File: src/stepper_pkg.sv
`default_nettype none

package stepper_pkg;

  // Angle and scaled step words
  localparam int WORD_W = 32;

  // Angles and the scale factor are Q16.16
  localparam int FRAC_W = 16;

  // Whole step counts and tick intervals
  localparam int STEP_W   = 16;
  localparam int PERIOD_W = 16;

  // Largest number of axes a command can address
  localparam int MAX_AXES   = 4;
  localparam int AXIS_IDX_W = $clog2(MAX_AXES);

  // One fixed-point word, read raw or as integer and fraction fields
  typedef union packed {
    logic [WORD_W-1:0] raw;
    struct packed {
      logic [WORD_W-FRAC_W-1:0] int_part;
      logic [FRAC_W-1:0]        frac_part;
    } fields;
  } fx_word_u;

endpackage

`default_nettype wire

File: src/axis_cmd_if.sv
`timescale 1ns/1ps
`default_nettype none

interface axis_cmd_if;
  import stepper_pkg::*;

  // Move command, driven by the dispatcher
  logic [STEP_W-1:0] steps_needed;
  logic              dir;
  logic              enable;

  // Axis status
  logic              step;
  logic              done;

  modport dispatch (
    output steps_needed,
    output dir,
    output enable
  );

  modport axis (
    input  steps_needed,
    input  dir,
    input  enable,
    output step,
    output done
  );

  modport collect (
    input step,
    input dir,
    input done
  );

endinterface

`default_nettype wire

File: src/motion_status_collector.sv
`timescale 1ns/1ps
`default_nettype none

module motion_status_collector #(
  parameter int NUM_AXES = 4
) (
  input  logic                clk_i,
  input  logic                rst_n_i,
  axis_cmd_if.collect         axes [NUM_AXES],
  output logic [NUM_AXES-1:0] step_o,
  output logic [NUM_AXES-1:0] dir_o,
  output logic [NUM_AXES-1:0] done_o,
  output logic                all_done_o
);

  logic [NUM_AXES-1:0] step_w;
  logic [NUM_AXES-1:0] dir_w;
  logic [NUM_AXES-1:0] done_w;

  // Gather the per-axis status into vectors
  for (genvar a = 0; a < NUM_AXES; a++) begin : g_axis
    assign step_w[a] = axes[a].step;
    assign dir_w[a]  = axes[a].dir;
    assign done_w[a] = axes[a].done;
  end

  // Idle pattern after reset: no steps, all axes done
  always_ff @(posedge clk_i or negedge rst_n_i) begin
    if (!rst_n_i) begin
      step_o     <= '0;
      dir_o      <= '0;
      done_o     <= '1;
      all_done_o <= 1'b1;
    end else begin
      step_o     <= step_w;
      dir_o      <= dir_w;
      done_o     <= done_w;
      all_done_o <= &done_w;
    end
  end

endmodule

`default_nettype wire

File: src/move_dispatcher.sv
`timescale 1ns/1ps
`default_nettype none

module move_dispatcher #(
  parameter int                             NUM_AXES = 4,
  parameter logic [stepper_pkg::WORD_W-1:0] SCALE    = 32'h0002_8000
) (
  input  logic                              clk_i,
  input  logic                              rst_n_i,
  input  logic                              cmd_load_i,
  input  logic [stepper_pkg::AXIS_IDX_W-1:0] cmd_axis_i,
  input  stepper_pkg::fx_word_u             cmd_angle_i,
  input  logic                              cmd_dir_i,
  input  logic [NUM_AXES-1:0]               axis_enable_i,
  axis_cmd_if.dispatch                      axes [NUM_AXES]
);
  import stepper_pkg::*;

  localparam int PROD_W = 2 * WORD_W;

  // First stage, latched command
  logic                  ld_valid_q;
  logic [AXIS_IDX_W-1:0] ld_axis_q;
  fx_word_u              ld_angle_q;
  logic                  ld_dir_q;

  // Second stage, scaling
  logic [PROD_W-1:0] product;
  fx_word_u          scaled;
  logic              overflow;
  logic [STEP_W-1:0] step_count;

  // Per-axis command registers
  logic [STEP_W-1:0]   steps_q [NUM_AXES];
  logic [NUM_AXES-1:0] dir_q;
  logic [NUM_AXES-1:0] enable_q;

  always_ff @(posedge clk_i or negedge rst_n_i) begin
    if (!rst_n_i) begin
      ld_valid_q <= 1'b0;
    end else begin
      ld_valid_q <= cmd_load_i;
    end
  end

  always_ff @(posedge clk_i) begin
    if (cmd_load_i) begin
      ld_axis_q  <= cmd_axis_i;
      ld_angle_q <= cmd_angle_i;
      ld_dir_q   <= cmd_dir_i;
    end
  end

  // Q16.16 times Q16.16 gives Q32.32, the middle word is the Q16.16 result
  always_comb begin
    product    = PROD_W'(ld_angle_q.raw) * PROD_W'(SCALE);
    scaled.raw = product[FRAC_W +: WORD_W];
    overflow   = |product[PROD_W-1:FRAC_W+WORD_W];
    // Saturate to the largest step count
    step_count = overflow ? '1 : scaled.fields.int_part;
  end

  always_ff @(posedge clk_i) begin
    if (ld_valid_q) begin
      steps_q[ld_axis_q] <= step_count;
    end
  end

  always_ff @(posedge clk_i or negedge rst_n_i) begin
    if (!rst_n_i) begin
      dir_q    <= '0;
      enable_q <= '0;
    end else begin
      if (ld_valid_q) begin
        dir_q[ld_axis_q] <= ld_dir_q;
      end
      // Enable levels lag the port by one cycle
      enable_q <= axis_enable_i;
    end
  end

  for (genvar a = 0; a < NUM_AXES; a++) begin : g_axis
    assign axes[a].steps_needed = steps_q[a];
    assign axes[a].dir          = dir_q[a];
    assign axes[a].enable       = enable_q[a];
  end

endmodule

`default_nettype wire

File: src/step_ramp_axis.sv
`timescale 1ns/1ps
`default_nettype none

module step_ramp_axis #(
  parameter logic [stepper_pkg::PERIOD_W-1:0] START_PERIOD = 16'd20,
  parameter logic [stepper_pkg::PERIOD_W-1:0] MIN_PERIOD   = 16'd8,
  parameter logic [stepper_pkg::PERIOD_W-1:0] PERIOD_STEP  = 16'd3
) (
  input  logic     clk_i,
  input  logic     rst_n_i,
  input  logic     tick_i,
  axis_cmd_if.axis cmd
);
  import stepper_pkg::*;

  // Enable edge detection
  logic enable_q;
  logic en_rise;
  logic en_fall;

  // Move state
  logic                running_q;
  logic                step_q;
  logic                done_q;
  logic [STEP_W-1:0]   step_idx_q;
  logic [PERIOD_W-1:0] tick_cnt_q;

  // Ramp calculation
  logic [STEP_W-1:0]   half_steps;
  logic [STEP_W-1:0]   ramp_idx;
  logic [WORD_W-1:0]   ramp_drop;
  logic [PERIOD_W-1:0] interval;
  logic                last_reached;
  logic                next_due;

  assign en_rise = cmd.enable & ~enable_q;
  assign en_fall = ~cmd.enable & enable_q;

  assign last_reached = (step_idx_q >= cmd.steps_needed);

  // Next rising edge is due on this tick
  assign next_due = (tick_cnt_q <= PERIOD_W'(1));

  // Accelerate over the first half, mirror the index for the second half
  always_comb begin
    half_steps = cmd.steps_needed >> 1;
    if (step_idx_q < half_steps) begin
      ramp_idx = step_idx_q;
    end else begin
      ramp_idx = cmd.steps_needed - step_idx_q - 1'b1;
    end

    ramp_drop = WORD_W'(ramp_idx) * WORD_W'(PERIOD_STEP);

    // Clamp at the cruise interval
    if (ramp_drop + WORD_W'(MIN_PERIOD) >= WORD_W'(START_PERIOD)) begin
      interval = MIN_PERIOD;
    end else begin
      interval = START_PERIOD - PERIOD_W'(ramp_drop);
    end
  end

  always_ff @(posedge clk_i or negedge rst_n_i) begin
    if (!rst_n_i) begin
      enable_q   <= 1'b0;
      running_q  <= 1'b0;
      step_q     <= 1'b0;
      done_q     <= 1'b1;
      step_idx_q <= '0;
      tick_cnt_q <= '0;
    end else begin
      enable_q <= cmd.enable;

      if (en_fall) begin
        // Abort stops at once and reports done
        running_q <= 1'b0;
        step_q    <= 1'b0;
        done_q    <= 1'b1;
      end else if (en_rise) begin
        running_q  <= 1'b1;
        step_q     <= 1'b0;
        done_q     <= 1'b0;
        step_idx_q <= '0;
        // First pulse on the next tick
        tick_cnt_q <= PERIOD_W'(1);
      end else if (running_q) begin
        if (step_q) begin
          // Pulse lasts one tick
          if (tick_i) begin
            step_q     <= 1'b0;
            tick_cnt_q <= tick_cnt_q - 1'b1;
          end
        end else if (last_reached) begin
          running_q <= 1'b0;
          done_q    <= 1'b1;
        end else if (tick_i) begin
          if (next_due) begin
            step_q     <= 1'b1;
            step_idx_q <= step_idx_q + 1'b1;
            // Interval is counted from this rising edge
            tick_cnt_q <= interval;
          end else begin
            tick_cnt_q <= tick_cnt_q - 1'b1;
          end
        end
      end
    end
  end

  assign cmd.step = step_q;
  assign cmd.done = done_q;

endmodule

`default_nettype wire

File: src/stepper_top.sv
`timescale 1ns/1ps
`default_nettype none

module stepper_top #(
  parameter int                               NUM_AXES     = 4,
  parameter int                               CLK_PER_TICK = 25,
  // Steps per unit of angle, Q16.16
  parameter logic [stepper_pkg::WORD_W-1:0]   SCALE        = 32'h0002_8000,
  parameter logic [stepper_pkg::PERIOD_W-1:0] START_PERIOD = 16'd20,
  parameter logic [stepper_pkg::PERIOD_W-1:0] MIN_PERIOD   = 16'd8,
  parameter logic [stepper_pkg::PERIOD_W-1:0] PERIOD_STEP  = 16'd3
) (
  input  logic                               clk_i,
  input  logic                               rst_n_i,
  input  logic                               cmd_load_i,
  input  logic [stepper_pkg::AXIS_IDX_W-1:0] cmd_axis_i,
  input  logic [stepper_pkg::WORD_W-1:0]     cmd_angle_i,
  input  logic                               cmd_dir_i,
  input  logic [NUM_AXES-1:0]                axis_enable_i,
  output logic [NUM_AXES-1:0]                step_o,
  output logic [NUM_AXES-1:0]                dir_o,
  output logic [NUM_AXES-1:0]                done_o,
  output logic                               all_done_o
);

  logic tick;

  axis_cmd_if axes [NUM_AXES] ();

  tick_timebase #(
    .CLK_PER_TICK(CLK_PER_TICK)
  ) timebase_i (
    .clk_i  (clk_i),
    .rst_n_i(rst_n_i),
    .tick_o (tick)
  );

  move_dispatcher #(
    .NUM_AXES(NUM_AXES),
    .SCALE   (SCALE)
  ) dispatcher_i (
    .clk_i        (clk_i),
    .rst_n_i      (rst_n_i),
    .cmd_load_i   (cmd_load_i),
    .cmd_axis_i   (cmd_axis_i),
    .cmd_angle_i  (cmd_angle_i),
    .cmd_dir_i    (cmd_dir_i),
    .axis_enable_i(axis_enable_i),
    .axes         (axes)
  );

  // One ramp generator per axis, all on the shared tick
  for (genvar a = 0; a < NUM_AXES; a++) begin : g_axis
    step_ramp_axis #(
      .START_PERIOD(START_PERIOD),
      .MIN_PERIOD  (MIN_PERIOD),
      .PERIOD_STEP (PERIOD_STEP)
    ) axis_i (
      .clk_i  (clk_i),
      .rst_n_i(rst_n_i),
      .tick_i (tick),
      .cmd    (axes[a])
    );
  end

  motion_status_collector #(
    .NUM_AXES(NUM_AXES)
  ) collector_i (
    .clk_i     (clk_i),
    .rst_n_i   (rst_n_i),
    .axes      (axes),
    .step_o    (step_o),
    .dir_o     (dir_o),
    .done_o    (done_o),
    .all_done_o(all_done_o)
  );

endmodule

`default_nettype wire

File: src/tick_timebase.sv
`timescale 1ns/1ps
`default_nettype none

module tick_timebase #(
  parameter int CLK_PER_TICK = 25
) (
  input  logic clk_i,
  input  logic rst_n_i,
  output logic tick_o
);

  localparam int CNT_W = (CLK_PER_TICK > 1) ? $clog2(CLK_PER_TICK) : 1;
  localparam logic [CNT_W-1:0] LAST = CNT_W'(CLK_PER_TICK - 1);

  logic [CNT_W-1:0] cnt_q;
  logic             wrap;

  assign wrap = (cnt_q == LAST);

  // Counter restarts from zero, tick is registered at the wrap
  always_ff @(posedge clk_i or negedge rst_n_i) begin
    if (!rst_n_i) begin
      cnt_q  <= '0;
      tick_o <= 1'b0;
    end else begin
      cnt_q  <= wrap ? '0 : cnt_q + 1'b1;
      tick_o <= wrap;
    end
  end

endmodule

`default_nettype wire
File: config.mk
export PLATFORM = sky130hd
export DESIGN_NAME = stepper_top
export DESIGN_NICKNAME = d
export VERILOG_FILES = /design/src/stepper_pkg.sv /design/src/axis_cmd_if.sv /design/src/motion_status_collector.sv /design/src/move_dispatcher.sv /design/src/step_ramp_axis.sv /design/src/stepper_top.sv /design/src/tick_timebase.sv
export SDC_FILE = /design/constraint.sdc
export NUM_CORES = 1
export LEC_CHECK = 0
export BUFFER_PORTS_ARGS = -buffer_cell sky130_fd_sc_hd__buf_2
export CAP_MARGIN = 0
export CORE_MARGIN = 4
export CORE_UTILIZATION = 60
export DETAILED_ROUTE_END_ITERATION = 10
export GPL_TIMING_DRIVEN = 0
export HOLD_SLACK_MARGIN = 0.03
export PLACE_DENSITY_LB_ADDON = 0.3
export REMOVE_ABC_BUFFERS = 1
export SETUP_SLACK_MARGIN = 0.15
export SKIP_CTS_REPAIR_TIMING = 1
export SYNTH_ARGS = -nofsm -noshare
export SYNTH_HDL_FRONTEND = slang
export SYNTH_SLANG_ARGS = --single-unit
File: constraint.sdc
create_clock -name clk_i -period 7.23 [get_ports clk_i]
set_input_delay 0.3615 -clock clk_i [delete_from_list [all_inputs] [get_ports clk_i]]
set_output_delay 0.3615 -clock clk_i [all_outputs]
set_load 0.02 [all_outputs]
# Yosys cells after proc, flatten, opt, wreduce, memory -nomap -nowiden
# Memories as Yosys holds them, arrays and structs flattened.
# Index checks and enable logic that the tools add are counted.
[totals] out_inout_bits=13 register_bits=207 ram_bits=64 mem_count=1 elab_cells=301 inputBits=42
[memory_table] name="dispatcher_i.steps_q" words=4 word_bits=16 read_ports=4 rd_ports_with_merged_regs=0 write_ports=1 line="move_dispatcher.sv:34" rtl="logic [STEP_W-1:0] steps_q [NUM_AXES];"
[classes] n_lt_le_gt_ge=18 n_mux=136 mul=5 add_sub_neg=25 n_eq_ne=21 n_bitwise=20 reduce_logical=39
[op_table] operator="$mux 16" n=61
[op_table] operator="$ge 32x5->1 const B" n=4
[op_table] operator="$sub 16x1->16 const B" n=8
[op_table] operator="$add 18x4->19 const B" n=4
[op_table] operator="$mul 16x2->18 const B" n=4
[op_table] operator="$mux 1" n=72
[op_table] operator="$add 16x1->16 const B" n=4
[op_table] operator="$ge 16x16->1" n=4
[op_table] operator="$le 16x1->1 const B" n=4
[op_table] operator="$lt 16x15->1" n=4
[op_table] operator="$sub 16x16->16" n=4
[op_table] operator="$sub 5x16->16 const A" n=4
[op_table] operator="$reduce_bool 3->1" n=12
[op_table] operator="$mul 32x3->35 const B" n=1
[op_table] operator="$ne 3x1->1 const B" n=8
[op_table] operator="$reduce_and 6->1" n=4
[op_table] operator="$reduce_bool 2->1" n=12
[op_table] operator="$reduce_and 5->1" n=4
[op_table] operator="$ne 2x1->1 const B" n=8
[op_table] operator="$ne 3x2->1 const B" n=4
[op_table] operator="$not 1->1" n=12
[op_table] operator="$reduce_and 3->1" n=4
[op_table] operator="$and 1x1->1" n=8
[op_table] operator="$add 5x1->5 const B" n=1
[op_table] operator="other kinds (9)" n=9

# Depth between registers and ports, before layout
# Gate-level depths: netlist of the first run.
# An unclocked memory read counts as a cell.
[depth] ltp_word=14 depth_mapped=29 depth_no_buf=28

# Hierarchy
# From an unflattened synthesis of the first run, not the netlist that was laid out.
[hier_totals] hier_cells=3104 hier_area_um2=26643.1
[by_module_without_submodules] module="step_ramp_axis at g_axis[2].axis_i" instances=1 area_per_inst_um2=5368.9 cells_per_inst=688 seq_area_each_um2=902.1
[by_module_without_submodules] module="step_ramp_axis at g_axis[3].axis_i" instances=1 area_per_inst_um2=5261.3 cells_per_inst=677 seq_area_each_um2=902.1
[by_module_without_submodules] module="move_dispatcher" instances=1 area_per_inst_um2=5200.0 cells_per_inst=379 seq_area_each_um2=3198.1
[by_module_without_submodules] module="step_ramp_axis at g_axis[1].axis_i" instances=1 area_per_inst_um2=5101.1 cells_per_inst=657 seq_area_each_um2=902.1
[by_module_without_submodules] module="step_ramp_axis at g_axis[0].axis_i" instances=1 area_per_inst_um2=5079.9 cells_per_inst=664 seq_area_each_um2=902.1
[by_module_without_submodules] module="motion_status_collector" instances=1 area_per_inst_um2=340.3 cells_per_inst=14 seq_area_each_um2=331.6
[by_module_without_submodules] module="tick_timebase" instances=1 area_per_inst_um2=291.5 cells_per_inst=25 seq_area_each_um2=150.1

# Worst setup path after synthesis of the first run
# No wires, ideal clock.
[synth_timing] path_type="reg2reg" startpoint="register g_axis[0].axis_i.step_idx_q[11]" endpoint="register g_axis[0].axis_i.tick_cnt_q[4]" path_slack_ns=0.756 t_required_ns=7.166 path_buffers=2 setup_time_ns=0.064 path_stages_with_launch=26 period_less_slack_ns=6.474 arrival_ns=6.409 cell_sequence="dfrtp_1 > ha_1 > a211oi_1 > o211ai_1 > a311o_1 > a211oi_1 > buf_2 > buf_2 > mux2i_1 > inv_1 > ha_1 > inv_1 > fa_1 > nor2b_1 > o21ai_0 > a21boi_0 > a31o_2 > a31oi_1 > o311a_1 > or3_1 > a2111oi_0 > mux2_1 > or4_1 > or3_1 > a221oi_1 > a211o_1"
[synth_via] elab_chain_len=13 elab_cells_between_ends=19 cone_classes="4 x add/sub; 1 x mul; 3 x order compare; 1 x eq/ne; 8 x mux; 2 x reduce/logical"
[synth_rtl] element="from (decl)" line="step_ramp_axis.sv:25" rtl="logic [STEP_W-1:0] step_idx_q;"
[synth_rtl] element="from (signal assigned)" line="step_ramp_axis.sv:99" rtl="step_idx_q <= step_idx_q + 1'b1;"
[synth_rtl] element="$sub 16x16->16" line="step_ramp_axis.sv:50" rtl="ramp_idx = cmd.steps_needed - step_idx_q - 1'b1;"
[synth_rtl] element="$sub 16x1->16" line="step_ramp_axis.sv:50"
[synth_rtl] element="$mux 16" line="step_ramp_axis.sv:47" rtl="if (step_idx_q < half_steps) begin"
[synth_rtl] element="$mul 16x2->18" line="step_ramp_axis.sv:53" rtl="ramp_drop = WORD_W'(ramp_idx) * WORD_W'(PERIOD_STEP);"
[synth_rtl] element="$add 18x4->19" line="step_ramp_axis.sv:56" rtl="if (ramp_drop + WORD_W'(MIN_PERIOD) >= WORD_W'(START_PERIOD)) begin"
[synth_rtl] element="$ge 32x5->1" line="step_ramp_axis.sv:56"
[synth_rtl] element="$mux 16" line="step_ramp_axis.sv:56"
[synth_rtl] element="$mux 16" line="step_ramp_axis.sv:97" rtl="if (next_due) begin"
[synth_rtl] element="$mux 16" line="step_ramp_axis.sv:96" rtl="end else if (tick_i) begin"
[synth_rtl] element="$mux 16" line="step_ramp_axis.sv:93" rtl="end else if (last_reached) begin"
[synth_rtl] element="$mux 16" line="step_ramp_axis.sv:87" rtl="if (step_q) begin"
[synth_rtl] element="$mux 16" line="step_ramp_axis.sv:86" rtl="end else if (running_q) begin"
[synth_rtl] element="$mux 16" line="step_ramp_axis.sv:79" rtl="end else if (en_rise) begin"
[synth_rtl] element="to (signal assigned)" line="step_ramp_axis.sv:91" rtl="tick_cnt_q <= tick_cnt_q - 1'b1;"
[synth_rtl] element="to (signal assigned)" line="step_ramp_axis.sv:101" rtl="tick_cnt_q <= interval;"
[synth_rtl] element="to (signal assigned)" line="step_ramp_axis.sv:103" rtl="tick_cnt_q <= tick_cnt_q - 1'b1;"
[synth_rtl] element="to (decl)" line="step_ramp_axis.sv:26" rtl="logic [PERIOD_W-1:0] tick_cnt_q;"
# Several ways; a longest one is shown, not always the timed one. The select of a mux whose other input is x is not followed.
# A chain may end at the register's enable or synchronous reset.

==> impl_results.md, run 1 <==
- Worst slew pin tran: 1.183 ns
- Final TNS setup: 0 ns
- Leak: 12.33 nW
- Post-synth top flop: dfrtp_1
- Fin cells: 3559
- Final Instance Area: 27610 sq um
- Peak supply drop: 0.2080 mV
- Synth-to-layout area growth: 10.05%
- Ys Warns: 0
- Final nets: 3383
- FF+latch count, synth: 271
- Post-DP HPWL: 48.08 mm
- Clk buf depth: 3
- CP Class: reg2reg
- Max stage delay on crit path: 0.54 ns
- Die H: 212.5 um
- Fin crit share: 93.60%
- Clk_lat worst skew: 0.56 ns
- Worst Setup End Kind: register
- Worst Skew: 0.02013 ns
- Initial Utilization: 61.04%
- Total Routing Usage GR: 27.79%
- Fin crit period: 6.767 ns
- DRT iter0 DRCs: 2114
- Wire per inst: 18.22 um
- Post-synth EDFFs: 99
- Hold WC Path Type: in2reg
- Vias: 22510
- FMAX: 147.8 MHz
- Worst path top cell family by delay: simple AND/OR/NAND/NOR gates
- Final total power: 6.372 mW
- Combinational share of power: 39.6%
- Mapped Cells: 2940
- RSZ-0062 raised after global routing: no
- CTS tree: yes
- Final setup viols: 0
- WP buf/inv: 2
- Max-Cap Viols: 0
- Clk slew on worst S/H paths: 0.07 ns
- PwrDens: 230.7 nW/um^2
- Hold_ws: 0.03295 ns
- Final Hold Fails: 0
- Setup crit start kind: register
- Mean Syn Cell Area: 8.535 sq um
- WL final: 64.83 mm
- Grt ovf: 0
- DRC violations left: 0
- Clock power share: 28.2%
- Root Driver: clkbuf_16
- Die Wd: 212.5 um
- Share of cells above drive strength 1: 7.103%
- DR pass1 iterations: 5
- Sequential Power Share: 32.2%
- PnR worst setup slack: 0.4629 ns
- Critical path peak fanout: 8
- Slew headroom: 20.67%
- Seq/Total Area, Yosys: 29.05%
- Layout Utilization: 67.17%
- Critical Path AT: 7.19 ns
- Initial antenna violation count: 1
- CTS H-tree depth: 2
- Global-route wire length before repair: 105.2 mm
- Via density: 6.326
- Synth unique cells: 104
- Async SR Flop Fraction: 63.47%
- Switch Pwr: 2.450 mW
- Antenna cells: 0
- Status: finished, final reports clean
- Slew Viols, Final: 0
- Slowest CP cell: xnor2_1
- Gpl congestion: 0.9560
- Clock Sinks: 271
- Required time of the critical path: 7.65 ns
- Cell Area, Synth: 25090 sq um
- Io pins: 55
- Total CTS buffers: 34
- Pre-CTS WS: -0.1565 ns
- IO buf count: 54
- CP cell instances: inv_1 -> ha_1 -> and4b_1 -> a2111oi_4 -> o21ai_4 -> a21oi_1 -> inv_1 -> fa_1 -> xnor2_1 -> ha_1 -> nand2_1 -> or4_4 -> or3b_1 -> or4_1 -> a211oi_2 -> nand4_1 -> or3_4 -> or3_4 -> o311ai_1
- Sw frac: 38.45%
- # rows: 74
- Placeable Area: 41110 sq um
- Cell Int Power: 3.922 mW
- Largest net degree at the start of global routing: 93
- Vias in the first global route: 21650
- Filler cells: 3266
- Antenna-violating nets left: 0
- Die area: 45150 sq um
- # placed instances: 3451
- Dpl cell area: 25830 sq um
flip-flops by register name, indices dropped and copies added (netlist names), 2 cells and up:
signal and flops:
dispatcher_i.ld_axis_q 2, g_axis.axis_i.running_q 4, dispatcher_i.dir_q 4, timebase_i.cnt_q 5, collector_i.dir_o 4, g_axis.axis_i.step_idx_q 64, dispatcher_i.ld_angle_q 32, dispatcher_i.enable_q 4
collector_i.step_o 4, g_axis.axis_i.cmd.step 4, dispatcher_i.steps_q 64, g_axis.axis_i.cmd.done 4, collector_i.done_o 4, g_axis.axis_i.tick_cnt_q 64, g_axis.axis_i.enable_q 4
power groups by stage:
stage	sequential [mW]	clock, mW	combinational, mW
floorplan	2.00	0	1.84
global placement	2.05	0	2.31
detailed placement	2.07	0	2.41
CTS	2.04	1.81	2.44
global route	2.08	1.89	2.81
finish	2.05	1.80	2.52
final cells by class:
class / instances / area, sq um / share of cell area, %
Timing Repair Buffer: 107 / 815.8 / 2.954
Tap cell: 532 / 665.6 / 2.411
Sequential cell: 271 / 7288 / 26.39
Inverter: 229 / 859.6 / 3.113
Multi-Input combinational cell: 2358 / 16790 / 60.79
Clock inverter: 16 / 177.7 / 0.6434
Clock buffer: 46 / 1020 / 3.693
worst paths after layout:
| path | slack [ns] | cells after the start | endpoint | startpoint |
|---|---|---|---|---|
| max | 0.46 | 19 | g_axis[3].axis_i.tick_cnt_q[12] | dispatcher_i.steps_q[3][14] |
| min | 0.03 | 1 | dispatcher_i.ld_dir_q | cmd_dir_i |
| max reg2reg | 0.46 | 19 | g_axis[3].axis_i.tick_cnt_q[12] | dispatcher_i.steps_q[3][14] |
| min reg2reg | 0.37 | 0 | collector_i.dir_o[3] | dispatcher_i.dir_q[3] |
| max in group asynchronous | 5.96 | 3 | collector_i.done_o[0] | rst_n_i |
| min in group asynchronous | 0.37 | 2 | g_axis[2].axis_i.tick_cnt_q[7] | rst_n_i |
routing by layer:
metal  part of all wire (%)  track usage, %  wire (um)
met1                     43           37.70      27860
met2                     47           45.24      30320
met3                    6.8           4.471       4432
met4                    3.4           10.08       2220
met5                      0               0          0
synthesized netlist by cell type (all sizes together), types with 11 or more instances:
cell	count	area [sq um]
ha	332	4154
nor2	253	949.7
inv	228	855.8
nand2	226	848.3
o21ai	216	1092
a21oi	176	884.6
dfrtp	163	4079
xnor2	123	1085
edfxtp	99	2973
nor3	97	485.5
nand3	82	410.4
clkbuf	71	266.5
a21o	66	503.0
xor2	66	578.1
nand4	44	275.3
nand2b	43	269.0
o211ai	39	292.8
nor4	36	225.2
o21a	33	247.7
a31oi	32	219.0
a211oi	29	222.7
nor2b	28	175.2
or3	28	190.2
and3	27	168.9
or4	26	198.9
o31ai	25	187.7
and2	21	133.9
a211o	20	183.9
mux2i	19	190.2
o21bai	19	142.6
or2	17	106.4
nor3b	16	120.1
o22ai	15	93.84
mux2	14	157.6
a2111oi	12	111.4
a22oi	11	82.58
buf	11	57.55
cells by family (layout without fill, tap and decap cells):
logic type,after synthesis,count (layout),synth area share (%)
AOI/OAI and AO/OA,809,809,21.20
xor gates and xnor gates,191,191,6.807
and+or+nand+nor,982,982,19.48
adders and majority gates,342,342,17.28
muxes,34,34,1.476
buffers and inverters,311,398,4.717
DFF,271,271,29.05
cells in the final DEF (no fill, tap or decap), types with 27 or more instances in the layout:
cell	instances
ha_1	332
inv_1	228
edfxtp_1	99
nor4_1	35
o21a_1	33
nor3_1	97
o211ai_1	39
a21o_1	65
nand2_1	226
a31oi_1	28
nor2b_1	28
xnor2_1	122
nand4_1	44
o21ai_0	201
nand3_1	82
nand2b_1	43
a21oi_1	174
xor2_1	65
clkbuf_16	37
dlygate4sd3_1	38
nor2_1	252
dfrtp_1	163
and3_1	27
buf_2	53
Power figures use the tool's default switching activity.
==> run 2, diff against run 1 <==
CORE_ASPECT_RATIO = 0.9   (was unset)
==> run 2 against run 1 <==
Effect of this change:
- count of clock-buffer cells in the layout down 7
- critical path depth up 4
- power down 1.2%
- worst setup slack worse by 0.040 ns
- core utilization up 0.099 points
- final cell count up 0.25%
- combinational power about the same
- first-iteration DRC count down 4.6%
- flip-flop and latch count unchanged
- largest power group unchanged
- largest cell class unchanged
- clock skew down 0.0080 ns
- critical endpoint is now g_axis[0].axis_i.tick_cnt_q[4]
==> impl_results.md, run 2 (synthesis gave the netlist of run 1 again) <==
- Antenna-violating nets left: 0 (unchanged)
- Final setup viols: 0 (unchanged)
- CTS tree: yes (unchanged)
- RSZ-0062 raised after global routing: yes (was no)
- Worst slew pin tran: 1.351 ns (was 1.183 ns)
- Max-Cap Viols: 0 (unchanged)
- Worst R2R Path Depth: 23 (was 19)
- Clk slew on worst S/H paths: 0.06 ns (was 0.07 ns)
- Worst Setup End Kind: register (unchanged)
- CP cell instances: ha_1 -> a211oi_1 -> o211ai_1 -> a311o_1 -> a211oi_4 -> mux2i_2 -> inv_1 -> ha_1 -> inv_1 -> fa_1 -> nor2b_1 -> o21ai_0 -> a21boi_2 -> a31o_2 -> a31oi_1 -> o311a_1 -> or3_1 -> a2111oi_1 -> mux2_1 -> or4_1 -> or3_1 -> a221oi_1 -> a211o_1 (was inv_1 -> ha_1 -> and4b_1 -> a2111oi_4 -> o21ai_4 -> a21oi_1 -> inv_1 -> fa_1 -> xnor2_1 -> ha_1 -> nand2_1 -> or4_4 -> or3b_1 -> or4_1 -> a211oi_2 -> nand4_1 -> or3_4 -> or3_4 -> o311ai_1)
- Io pins: 55 (unchanged)
- Clk buf depth: 3 (unchanged)
- DR pass1 iterations: 6 (was 5)
- CTS H-tree depth: 1 (was 2)
- WL final: 66.16 mm (was 64.83 mm)
- PwrDens: 228.3 nW/um^2 (was 230.7 nW/um^2)
- Vias in the first global route: 21750 (was 21650)
- IO buf count: 54 (unchanged)
- Initial Utilization: 61.21% (was 61.04%)
- Gpl congestion: 0.9543 (was 0.9560)
- Final total power: 6.295 mW (was 6.372 mW)
- Largest net degree at the start of global routing: 116 (was 93)
- Final TNS setup: 0 ns (unchanged)
- Post-DP HPWL: 48.95 mm (was 48.08 mm)
- Slowest CP cell: or4_1 (was xnor2_1)
- Critical Path AT: 7.33 ns (was 7.19 ns)
- Largest registers: dispatcher_i.steps_q (64), g_axis.axis_i.step_idx_q (64), g_axis.axis_i.tick_cnt_q (64) (unchanged)
- Die H: 202.0 um (was 212.5 um)
- Met2 routed wirelength: 30.70 mm (was 30.32 mm)
- Total CTS buffers: 31 (was 34)
- Highest routed layer: met4 (unchanged)
- Via density: 6.385 (was 6.326)
- Wire per inst: 18.54 um (was 18.22 um)
- Cell Int Power: 3.856 mW (was 3.922 mW)
- RR Startpoint: g_axis[0].axis_i.step_idx_q[11] (was dispatcher_i.steps_q[3][14])
- Met1 wire length: 29.20 mm (was 27.86 mm)
- PnR worst setup slack: 0.4231 ns (was 0.4629 ns)
- Initial antenna violation count: 0 (was 1)
- Die Wd: 223.6 um (was 212.5 um)
- Final Hold Fails: 0 (unchanged)
- Clock Sinks: 271 (unchanged)
- Die area: 45160 sq um (was 45150 sq um)
- Vias: 22780 (was 22510)
- Final nets: 3384 (was 3383)
- Slew Viols, Final: 0 (unchanged)
- Sequential Power Share: 32.6% (was 32.2%)
- Fin crit share: 94.15% (was 93.60%)
- Setup crit start kind: register (unchanged)
- Total Routing Usage GR: 27.70% (was 27.79%)
- # rows: 70 (was 74)
- Grt ovf: 0 (unchanged)
- R2r setup slk: 0.42 ns (was 0.46 ns)
- Dpl cell area: 25850 sq um (was 25830 sq um)
- Leak: 12.31 nW (was 12.33 nW)
- Required time of the critical path: 7.76 ns (was 7.65 ns)
- Hold WC Path Type: in2async (was in2reg)
- DRT iter0 DRCs: 2017 (was 2114)
- Max stage delay on crit path: 0.61 ns (was 0.54 ns)
- Switch Pwr: 2.439 mW (was 2.450 mW)
- Hold_ws: 0.2896 ns (was 0.03295 ns)
- Global-route wire length before repair: 106.7 mm (was 105.2 mm)
- Sw frac: 38.75% (was 38.45%)
- R2R Path End: g_axis[0].axis_i.tick_cnt_q[4] (was g_axis[3].axis_i.tick_cnt_q[12])
- Peak supply drop: 0.2456 mV (was 0.2080 mV)
- Final Instance Area: 27570 sq um (was 27610 sq um)
- Commonest non-fill, non-tap cell in the layout: ha_1 (unchanged)
- Combinational share of power: 40.3% (was 39.6%)
- Status: finished, final reports clean (unchanged)
- Pre-CTS WS: -0.2031 ns (was -0.1565 ns)
- FMAX: 146.9 MHz (was 147.8 MHz)
- DRC violations left: 0 (unchanged)
- Clk_lat worst skew: 0.59 ns (was 0.56 ns)
- Share of cells above drive strength 1: 7.004% (was 7.103%)
- Slew headroom: 9.579% (was 20.67%)
- Critical path peak fanout: 6 (was 8)
- Clock power share: 27.1% (was 28.2%)
- Fin crit period: 6.807 ns (was 6.767 ns)
- CP Class: reg2reg (unchanged)
- Placeable Area: 40990 sq um (was 41110 sq um)
- Worst Skew: 0.01217 ns (was 0.02013 ns)
- Synth-to-layout area growth: 9.893% (was 10.05%)
- Met3 wire length: 4.225 mm (was 4.432 mm)
- Commonest non-fill, non-tap cells in the layout: 332 x ha_1, 251 x nor2_1, 228 x inv_1 (was 332 x ha_1, 252 x nor2_1, 228 x inv_1)
- CP startpoint: g_axis[0].axis_i.step_idx_q[11] (was dispatcher_i.steps_q[3][14])
- Root Driver: clkbuf_16 (unchanged)
## run 2: cell types whose count changed in the layout (fill, tap and decap cells not counted), sizes merged
cell         change
bufinv           +3
clkbuf           -7
inv              +1
clkinv           +1
diode            +1
clkinvlp         -2
dlygate4sd3      +2
buf              +2
## run 2: how the worst max path moves through the flow
stage,to,slack [ns],cells after the start
6_report,g_axis[0].axis_i.tick_cnt_q[4],0.42,23
5_1_grt,g_axis[0].axis_i.tick_cnt_q[4],0.04,23
4_1_cts,g_axis[3].axis_i.tick_cnt_q[10],-0.21,20
3_5_place_dp,g_axis[3].axis_i.tick_cnt_q[12],-0.20,23
3_3_place_gp,g_axis[0].axis_i.tick_cnt_q[4],-2.38,23
2_1_floorplan,g_axis[0].axis_i.tick_cnt_q[4],-0.57,23
## run 2: power by group through the flow
| stage | clock (mW) | combinational, mW | sequential (mW) |
|---|---|---|---|
| 6_report | 1.71 | 2.53 | 2.05 |
| 3_3_place_gp | 0 | 2.31 | 2.05 |
| 5_1_grt | 1.78 | 2.81 | 2.08 |
| 2_1_floorplan | 0 | 1.84 | 2.00 |
| 4_1_cts | 1.72 | 2.44 | 2.04 |
| 3_5_place_dp | 0 | 2.41 | 2.07 |
## run 2: routing by layer
metal	vias up	GRT usage [%]
met3	142	3.180
met4	0	8.232
li1	10900	-
met1	10880	38.85
met2	869	45.42
met5	-	0
## run 2: area by class of cell
cell class                      count  area (sq um)
Antenna cell                        1         2.502
Clock buffer                       39         847.1
Clock inverter                     19         251.5
Fill cell                        3234         13420
Inverter                          229         859.6
Multi-Input combinational cell   2358         16790
Sequential cell                   271          7289
Tap cell                          540         675.6
Timing Repair Buffer              111         854.6
## run 2: per-stage QoR
| step | cells | util [%] |
|---|---|---|
| 3_3_place_gp | 3452 | 62.73 |
| 4_1_cts | 3517 | 65.74 |
| 5_1_grt | 3567 | 67.27 |
| 6_report | 3568 | 67.27 |
| 3_5_place_dp | 3459 | 63.06 |
| 2_1_floorplan | 2858 | - |
## run 2: critical path, delay by kind of cell (launching register included)
kind            cells  cell delay (ns)
compound gates     12             2.99
simple gates        4             1.57
fa+ha+maj           3             0.91
mux                 2             0.62
flops               1             0.46
buf+inv             2             0.19
